[src/verilog/cpu_config.svh]
// datapath widths and sizes for the single-cycle cpu
// instruction field positions assume a 16-bit code word
`ifndef CPU_CONFIG_SVH
`define CPU_CONFIG_SVH

// register and alu data width
`define CPU_DATA_W 32

// program counter and branch target
`define CPU_PC_W 8

// instruction word
`define CPU_CODE_W 16

// register file
`define CPU_REG_ADDR_W 4
`define CPU_NUM_REGS 16

// shift amount comes from the low bits of operand b
`define CPU_SHAMT_W 5

// loadi immediate, zero-extended on write
`define CPU_IMM_W 8

`endif

[src/verilog/cpu_pkg.sv]
// shared types for the cpu
// alu_op_e sits in code[14:12] when code[15] is 0
// instr_class_e is code[15:12] when code[15] is 1
`include "cpu_config.svh"

package cpu_pkg;

   typedef logic [`CPU_PC_W-1:0] pc_t;

   typedef enum logic [2:0] {
      ALU_SLL   = 3'b000,
      ALU_SRL   = 3'b001,
      ALU_ADD   = 3'b010,
      ALU_SUB   = 3'b011,
      ALU_AND   = 3'b100,
      ALU_XNOR  = 3'b101,
      ALU_RSVD6 = 3'b110, // result is zero
      ALU_RSVD7 = 3'b111
   } alu_op_e;

   // codes 1011 to 1110 are not listed and act as no-ops
   typedef enum logic [3:0] {
      OP_JZ    = 4'b1000,
      OP_JNZ   = 4'b1001,
      OP_LOADI = 4'b1010,
      OP_STOP  = 4'b1111
   } instr_class_e;

endpackage

[src/verilog/alu.sv]
// 32-bit alu, result is combinational
// shifts are logical and use only b[4:0]
// ops 110 and 111 give zero
`include "cpu_config.svh"

module alu
   import cpu_pkg::*;
(
   input  logic [`CPU_DATA_W-1:0] a,
   input  logic [`CPU_DATA_W-1:0] b,
   input  alu_op_e                op,
   output logic [`CPU_DATA_W-1:0] result
);

   localparam int W = `CPU_DATA_W;

   logic [`CPU_SHAMT_W-1:0] shamt;
   logic [W-1:0]            sll_res;
   logic [W-1:0]            srl_res;
   logic                    sub;
   logic [W-1:0]            b_in;
   logic [W-1:0]            sum;
   logic [W-1:0]            and_res;
   logic [W-1:0]            xnor_res;

   assign shamt   = b[`CPU_SHAMT_W-1:0];
   assign sll_res = a << shamt; // zero fill
   assign srl_res = a >> shamt;

   // subtract as a + ~b + 1, carry out dropped
   assign sub  = (op == ALU_SUB);
   assign b_in = sub ? ~b : b;
   assign sum  = a + b_in + {{(W-1){1'b0}}, sub};

   assign and_res  = a & b;
   assign xnor_res = ~(a ^ b);

   always_comb begin
      case (op)
         ALU_SLL:   result = sll_res;
         ALU_SRL:   result = srl_res;
         ALU_ADD:   result = sum;
         ALU_SUB:   result = sum;
         ALU_AND:   result = and_res;
         ALU_XNOR:  result = xnor_res;
         ALU_RSVD6: result = '0;
         ALU_RSVD7: result = '0;
         default:   result = '0;
      endcase
   end

endmodule

[src/verilog/reg_file.sv]
// 16 x 32 register file, two async read ports, one sync write port
// a write shows on the read ports from the next cycle on
`include "cpu_config.svh"

module reg_file (
   input  logic                       clk,
   input  logic                       rst_n,
   input  logic                       write_en,
   input  logic [`CPU_REG_ADDR_W-1:0] addr_s,
   input  logic [`CPU_REG_ADDR_W-1:0] addr_a,
   input  logic [`CPU_REG_ADDR_W-1:0] addr_b,
   input  logic [`CPU_DATA_W-1:0]     wr_data,
   output logic [`CPU_DATA_W-1:0]     rd_a,
   output logic [`CPU_DATA_W-1:0]     rd_b
);

   logic [`CPU_DATA_W-1:0] regs [`CPU_NUM_REGS];

   always_ff @(posedge clk) begin
      if (!rst_n) begin
         for (int i = 0; i < `CPU_NUM_REGS; i++) begin
            regs[i] <= '0; // all registers read zero after reset
         end
      end else if (write_en) begin
         regs[addr_s] <= wr_data;
      end
   end

   // combinational reads
   assign rd_a = regs[addr_a];
   assign rd_b = regs[addr_b];

endmodule

[src/verilog/instr_decoder.sv]
// purely combinational decode of one instruction word
// branch condition uses rd_a, so register a must be read before it settles
`include "cpu_config.svh"

module instr_decoder
   import cpu_pkg::*;
(
   input  logic [`CPU_CODE_W-1:0]     code,
   input  logic [`CPU_DATA_W-1:0]     rd_a,
   output logic [`CPU_REG_ADDR_W-1:0] addr_s,
   output logic [`CPU_REG_ADDR_W-1:0] addr_a,
   output logic [`CPU_REG_ADDR_W-1:0] addr_b,
   output alu_op_e                    alu_op,
   output logic [`CPU_IMM_W-1:0]      imm,
   output pc_t                        branch_pc,
   output logic                       write_en,
   output logic                       imm_en,
   output logic                       branch_en,
   output logic                       stop_en
);

   instr_class_e cls;
   logic         is_alu;
   logic         a_zero;

   assign is_alu = ~code[15];
   assign cls    = instr_class_e'(code[15:12]);
   assign alu_op = alu_op_e'(code[14:12]);

   assign addr_s    = code[11:8];
   assign addr_a    = code[7:4];
   assign addr_b    = code[3:0];
   assign imm       = code[7:0];
   assign branch_pc = {code[11:8], code[3:0]}; // target split around reg a

   assign a_zero = (rd_a == '0);

   always_comb begin
      write_en  = is_alu;
      imm_en    = 1'b0;
      branch_en = 1'b0;
      stop_en   = 1'b0;
      if (!is_alu) begin
         case (cls)
            OP_LOADI: begin
               imm_en   = 1'b1;
               write_en = 1'b1;
            end
            OP_JZ:    branch_en = a_zero;
            OP_JNZ:   branch_en = ~a_zero;
            OP_STOP:  stop_en   = 1'b1;
            default: begin
               // no-op, pc just advances
               write_en = 1'b0;
            end
         endcase
      end
   end

endmodule

[src/verilog/pc_counter.sv]
// program counter, one step per clock
// next_pc is forced to zero while rst_n is low
// stop has priority over branch, branch over increment
`include "cpu_config.svh"

module pc_counter
   import cpu_pkg::*;
(
   input  logic clk,
   input  logic rst_n,
   input  logic branch_en,
   input  logic stop_en,
   input  pc_t  branch_pc,
   output pc_t  pc,
   output pc_t  next_pc
);

   pc_t pc_inc;

   assign pc_inc = pc + 1'b1; // wraps at 255

   always_comb begin
      if (!rst_n) begin
         next_pc = '0;
      end else if (stop_en) begin
         next_pc = pc; // hold on stop word
      end else if (branch_en) begin
         next_pc = branch_pc;
      end else begin
         next_pc = pc_inc;
      end
   end

   always_ff @(posedge clk) begin
      if (!rst_n) begin
         pc <= '0;
      end else begin
         pc <= next_pc;
      end
   end

endmodule

[src/verilog/cpu_top.sv]
// single-cycle cpu, one instruction per clock
// code must be valid for the current pc within the same cycle
// instruction memory lives outside and sees only pc
`include "cpu_config.svh"

module cpu_top
   import cpu_pkg::*;
(
   input  logic                   clk,
   input  logic                   rst_n,
   input  logic [`CPU_CODE_W-1:0] code,
   output pc_t                    pc,
   output pc_t                    next_pc,
   output logic [`CPU_DATA_W-1:0] mem_s,
   output logic                   write_en,
   output logic                   imm_en,
   output logic                   branch_en
);

   logic [`CPU_REG_ADDR_W-1:0] addr_s;
   logic [`CPU_REG_ADDR_W-1:0] addr_a;
   logic [`CPU_REG_ADDR_W-1:0] addr_b;
   alu_op_e                    alu_op;
   logic [`CPU_IMM_W-1:0]      imm;
   pc_t                        branch_pc;
   logic                       stop_en;
   logic [`CPU_DATA_W-1:0]     rd_a;
   logic [`CPU_DATA_W-1:0]     rd_b;
   logic [`CPU_DATA_W-1:0]     alu_res;
   logic [`CPU_DATA_W-1:0]     imm_ext;

   instr_decoder dec_i (
      .code      (code),
      .rd_a      (rd_a),
      .addr_s    (addr_s),
      .addr_a    (addr_a),
      .addr_b    (addr_b),
      .alu_op    (alu_op),
      .imm       (imm),
      .branch_pc (branch_pc),
      .write_en  (write_en),
      .imm_en    (imm_en),
      .branch_en (branch_en),
      .stop_en   (stop_en)
   );

   pc_counter pc_i (
      .clk       (clk),
      .rst_n     (rst_n),
      .branch_en (branch_en),
      .stop_en   (stop_en),
      .branch_pc (branch_pc),
      .pc        (pc),
      .next_pc   (next_pc)
   );

   reg_file rf_i (
      .clk      (clk),
      .rst_n    (rst_n),
      .write_en (write_en),
      .addr_s   (addr_s),
      .addr_a   (addr_a),
      .addr_b   (addr_b),
      .wr_data  (mem_s), // write back whatever goes out on mem_s
      .rd_a     (rd_a),
      .rd_b     (rd_b)
   );

   alu alu_i (
      .a      (rd_a),
      .b      (rd_b),
      .op     (alu_op),
      .result (alu_res)
   );

   assign imm_ext = {{(`CPU_DATA_W - `CPU_IMM_W){1'b0}}, imm};
   assign mem_s   = imm_en ? imm_ext : alu_res; // loadi bypasses the alu

endmodule

[config.mk]
export PLATFORM = sky130hd
export DESIGN_NAME = cpu_top
export DESIGN_NICKNAME = d
export VERILOG_FILES = /design/src/verilog/cpu_pkg.sv /design/src/verilog/alu.sv /design/src/verilog/reg_file.sv /design/src/verilog/instr_decoder.sv /design/src/verilog/pc_counter.sv /design/src/verilog/cpu_top.sv
export VERILOG_INCLUDE_DIRS = /design/src /design/src/verilog
export SDC_FILE = /design/constraint.sdc
export NUM_CORES = 1
export LEC_CHECK = 0
export ABC_AREA = 1
export BUFFER_PORTS_ARGS = -buffer_cell sky130_fd_sc_hd__buf_2
export CAP_MARGIN = 30
export CORE_UTILIZATION = 54
export CTS_CLUSTER_DIAMETER = 120
export DETAILED_ROUTE_END_ITERATION = 12
export PLACE_DENSITY_LB_ADDON = 0.05
export REMOVE_ABC_BUFFERS = 1
export SYNTH_ARGS = -nofsm -noshare
export SYNTH_HDL_FRONTEND = slang
export SYNTH_SLANG_ARGS = --single-unit
[constraint.sdc]
create_clock -name clk -period 5.6 [get_ports clk]
set_input_delay 0.28 -clock clk [delete_from_list [all_inputs] [get_ports clk]]
set_output_delay 0.28 -clock clk [all_outputs]
set_load 0.005 [all_outputs]
After elaboration in Yosys (flattened, before gate mapping):

Memory sizes are Yosys's and may differ from the RTL's.
Cells that the tools add are included.

* flip-flop bits (word level): 8
* bits in writable memories: 512
* input port bits: 18
* output and inout port bits: 51
* memories kept: 1

* add/sub/neg operators: 3
* eq/ne operators: 11
* shift operators: 2
* mux-type cells: 21
* bitwise gates (word level): 6
* reduce and logical (&&, ||, !) cells: 6

Memories
* rf_i.regs: depth 16, bits a word 32, read ports 2, clocked after Yosys merged registers in 0, wr ports 16, line reg_file.sv:17 `` logic [`CPU_DATA_W-1:0] regs [`CPU_NUM_REGS]; ``

Operators with widths (number)
* one-hot mux 32 bit (6 select lines): 1
* two-way mux 32 bit: 3
* inverter 32 bit: 2
* adder 32 x 1 -> 32 bit: 1
* adder 32 bit: 1
* bitwise AND 32 bit: 1
* zero test 32 bit: 1
* OR reduction 32 bit: 1
* << shifter 32 x 5 -> 32 bit: 1
* right shift 32 x 5 -> 32 bit: 1
* XOR 32 bit: 1
* two-way mux 8 bit: 3
* == test 4 bit (second input constant): 4
* == test 3 bit (second input constant): 4
* two-way mux 1 bit: 11
* adder 8 x 1 -> 8 bit (second input constant): 1
* == test 3 x 2 -> 1 bit (second input constant): 2
* two-way mux 4 bit: 1
* one-hot mux 1 bit (2 select lines): 2
* OR reduction 2 bit: 2
* == test 3 x 1 -> 1 bit (second input constant): 1
* zero test 3 bit: 1
* OR reduction 3 bit: 1
* inverter 1 bit: 2

Depth between registers and ports, before layout:

* depth after elaboration: 9
* depth in mapped cells: 32
* depth with buffers taken out: 30

Hierarchy:

Synthesis repeated with hierarchy kept, for this count alone.

* cells, all modules: 5399
* area, all modules: 37626.1 um^2

By module, submodules not included
* reg_file: times used 1, cells each 3898, area each 29747.3 um^2
* alu: times used 1, cells each 1266, area each 6605.1 um^2
* pc_counter: times used 1, cells each 83, area each 535.5 um^2
* instr_decoder: times used 1, cells each 75, area each 419.2 um^2
* cpu_top: times used 1, cells each 77, area each 319.1 um^2

Worst setup path after synthesis:

Ideal clock, no wire load.

* kind: in2out
* start: input code[1]
* end: output mem_s[22]
* arrival: 3.932 ns
* setup slack: 1.388 ns
* stages: 28
* buffers on the path: 7
* cells stage by stage: buf_2 buf_2 buf_2 buf_2 buf_2 clkbuf_1 o21ai_0 o21ai_0 o22ai_1 o21ai_0 xor2_1 ha_1 nand2_1 o21ai_0 a21oi_1 nand2_1 nand2_1 nand3_1 nand2_2 o21ai_2 nand2_1 nand2_1 or2_1 nand3_1 nand3_1 nand2_2 buf_6 inv_2

* cells in the longest elaborated chain, start to end: 7
* elaborated cells between the ends (all ways): 12
* those cells by class: add/sub: 2; shift: 2; mux: 3; bitwise: 4; memory: 1

RTL lines
* start: declaration: line cpu_top.sv:11 `` input logic [`CPU_CODE_W-1:0] code, ``
* memory (16 x 32 bit) *
* inverter 32 bit: line alu.sv:32 `assign b_in = sub ? ~b : b;`
* two-way mux 32 bit: line alu.sv:32
* adder 32 bit: line alu.sv:33 `assign sum = a + b_in + {{(W-1){1'b0}}, sub};`
* adder 32 x 1 -> 32 bit: line alu.sv:33
* one-hot mux 32 bit (6 select lines) *: line alu.sv:39 `case (op)`
* two-way mux 32 bit *: line cpu_top.sv:77 `assign mem_s = imm_en ? imm_ext : alu_res;`
* end: declaration: line cpu_top.sv:14 `` output logic [`CPU_DATA_W-1:0] mem_s, ``

Mark *: on every way between the ends. The rest lies on a longest branch, timed or not.

==> reports/qor.csv <==
metric,value,unit
fin_util,58.9,%
vias,34200,
r2r-end,rf_i.regs[3][6],
routedWlPerCell,27.1,um
core_area,64800,um2
insertion_delay,680,ps
cts_setup_buffers,0,
met2_length,62800,um
synth-edff-count,512,
startpoint,rf_i.regs[13][1],
drc,0,
cts_resized,0,
synthArstFlopShare,0,%
drtIter0Drc,5227,
start_kind,flop,
yosys_warnings,0,
leakagePower,0.0151,uW
wl_met3,18500,um
syn2layout_area_growth,7.24,%
dp_hpwl,91500,um
cts.clk_slew.worst_paths,60,ps
die_w,259,um
wl_met1,53800,um
netlist_area,35600,um2
synth_cell_types,55,
power_density,297,nW/um2
finalCritPeriodShare,91.1,%
overflow,0,
root_buffer,clkbuf_16,
yosys-top-cells-area,"edfxtp_1 43%, nor2_1 7.4%, o21ai_0 7.2%",
switchingPower,3950,uW
antenna_found_initial,3,
worst_pin_slew,952,ps
finalSetupTns,0,ps
max_cap_violations,0,
status,"complete, no violations",
cp_num_buf_inv,5,
path_cells,"inv_1, a21oi_1, o21ai_0, o21ai_1, o211ai_2, nand2_2, xor2_1, inv_1, fa_1, nand3b_1, nand2_1, nand3_1, nand2_1, inv_1, o21ai_0, a31oi_1, o21bai_1, nand2_1, a211oi_1, nand2_1, nand2_2, inv_1, buf_2",
finalCriticalPeriod,5100,ps
dieArea,67000,um2
reg2regPathDepth,16,
slew_viol_final,0,
hold_path_depth,3,
p_seq_share,39.7,%
cp-end-kind,primary output,
cts_hold_buffers,0,
fp.dieH,259,um
drtPass1Iterations,7,
slew-limit-headroom,36.3,%
min_path_type,input pin to flop,
r2r_setup_slack,1220,ps
grt_pass1_wl,208000,um
grt_setup_unrepaired,false,
holdCritStartpoint,code[10],
wirelength,145000,um
worstReg2RegStart,rf_i.regs[13][2],
vias_per_cell,6.40,
hold_viol_final,0,
critPathRequiredTime,5320,ps
crit_arrival,4820,ps
boundaryPins,69,
clock_power_share,33.3,%
max_freq,196,MHz
cts_buffers,56,
syn_area_per_cell,7.86,um2
nNetsFinal,4524,
synth_ff_type,edfxtp_1,
grt_usage,42.5,%
grt_max_degree,156,
ant_nets,0,
ys_seq_area_share,43.6,%
crit_path_max_fanout,17,
htree_levels,2,
p_comb_share,27.0,%
clock_path_buffers,3,
grt_pass1_vias,31500,
synth.ff_latch_count,520,
intPower,7370,uW
portBuffers,68,
clock-sinks,520,
synthCells,4529,
gp_congestion,1.06,
fillerInstances,5951,
whs_endpoint,pc_i.pc[6],
cts_tree,yes,
row_count,93,
vdd.ir_drop.worst,244,uV
synth_top_area_share,43.2,%
layout-drive-gt1-share,12.2,%
cpMaxStageDelayCell,a211oi_1,
skew,54.9,ps
crit_family,compound AO/OA/AOI/OAI gates,
initial_core_util,54.9,%
slowest_delay,430,ps
worstSetupPathType,flop to primary output,
netSwitchingFraction,34.9,%
route.top_layer_used,met5,
finalSetupViolCount,0,
yosysTopAreaCell,edfxtp_1,
-- layout make-up --
type                    instances  area (um2)  area share (%)
repair buffers                213        1660            4.35
clock buffers                  68        1450            3.79
well taps                     855        1070            2.80
multi-input cells            3274       16700            43.7
clock inverters                33         368           0.964
inverters                     376        1420            3.73
diodes                          1        2.50         0.00656
flip-flops and latches        520       15500            40.7
-- through the flow --
stage	power [uW]	cell area, um2	setup WS [ps]	hold WS (ps)	instances
detailed placement	7540	36300	688	606	5237
floorplan	6300	33500	251	453	4170
finish	11300	38200	501	109	5340
CTS	11200	38200	557	91.7	5338
global placement	7530	36300	702	611	5236
global route	11700	38200	193	122	5339
-- worst max-delay path by stage --
stage	to	slack, ps	depth (start not counted)
final	mem_s[12]	500	23
after global routing	mem_s[12]	190	23
after floorplan	mem_s[10]	250	19
after detailed placement	rf_i.regs[7][22]	690	26
after global placement	mem_s[12]	700	23
after CTS	mem_s[12]	560	23
-- routing by layer --
layer	global-route usage, %	vias to the layer above
met1	55.7	15800
met4	25.2	2
met2	64.9	2452
li1	-	15400
met3	9.06	518
met5	0	-
-- power by group through the flow --
stage	clock [uW]	sequential, uW	combinational (uW)
3_3_place_gp	0	4570	2960
4_1_cts	3780	4490	2970
2_1_floorplan	0	4560	1750
5_1_grt	3910	4510	3290
6_report	3770	4500	3060
3_5_place_dp	0	4570	2960
-- registers in the layout, indices dropped and copies added (netlist names) --
register,flops
rf_i.regs,512
pc_i.pc,8
-- layout by cell type (no fill, tap or decap), types with 15 or more instances in the layout --
master | netlist | final
o211ai_1 | 160 | 160
nand4_1 | 17 | 17
xor2_1 | 36 | 36
buf_4 | 42 | 131
o21ai_1 | 110 | 110
a21oi_1 | 290 | 290
clkinv_1 | 0 | 15
and2_1 | 20 | 20
o21ai_0 | 509 | 509
nand3_1 | 404 | 403
nand2_1 | 634 | 602
clkbuf_16 | 0 | 56
inv_1 | 341 | 339
ha_1 | 64 | 64
edfxtp_1 | 512 | 512
nor2_1 | 702 | 701
nor2_2 | 97 | 97
inv_2 | 34 | 32
nand2_2 | 43 | 75
buf_2 | 97 | 63
o221ai_1 | 45 | 45
-- logic make-up after synthesis --
| kind of cell | count (synthesis) | share of synthesized area, % |
|---|---|---|
| flip-flops | 520 | 43.6 |
| AND/OR/NAND/NOR | 1976 | 24.1 |
| multiplexers | 2 | 0.0562 |
| buffers and inverters | 735 | 9.79 |
| XOR/XNOR | 38 | 0.935 |
| AO/OA/AOI/OAI | 1193 | 19.2 |
| adder cells (fa/ha/maj) | 65 | 2.31 |
-- cells in the mapped netlist, types with 3 or more instances --
library cell and number:
nor2_1 702, nand2_1 634, edfxtp_1 512, o21ai_0 509, nand3_1 404, inv_1 341
a21oi_1 290, o211ai_1 160, clkbuf_1 134, o21ai_1 110, buf_2 97, nor2_2 97
ha_1 64, buf_6 56, o221ai_1 45, nand2_2 43, buf_4 42, xor2_1 36
inv_2 34, buf_1 28, and2_1 20, nand4_1 17, nor3_1 13, o21a_1 12
a31oi_1 11, o22ai_1 11, nand3b_1 10, o21ai_2 9, dfxtp_1 8, nand3_2 8
or2_1 8, a21o_1 7, o211ai_2 7, or2_2 6, nor4_1 5, a211oi_1 4
a221oi_1 4, nand2_4 4, a21oi_2 3, nor2_4 3
-- worst reg2reg max path: cells and delay by family (launching register included) --
family,cells,cell delay [ps]
simple gates,8,1490
compound gates,5,970
flops,1,320
buf+inv,3,1270
No activity file was read; power rests on OpenSTA's default activity.
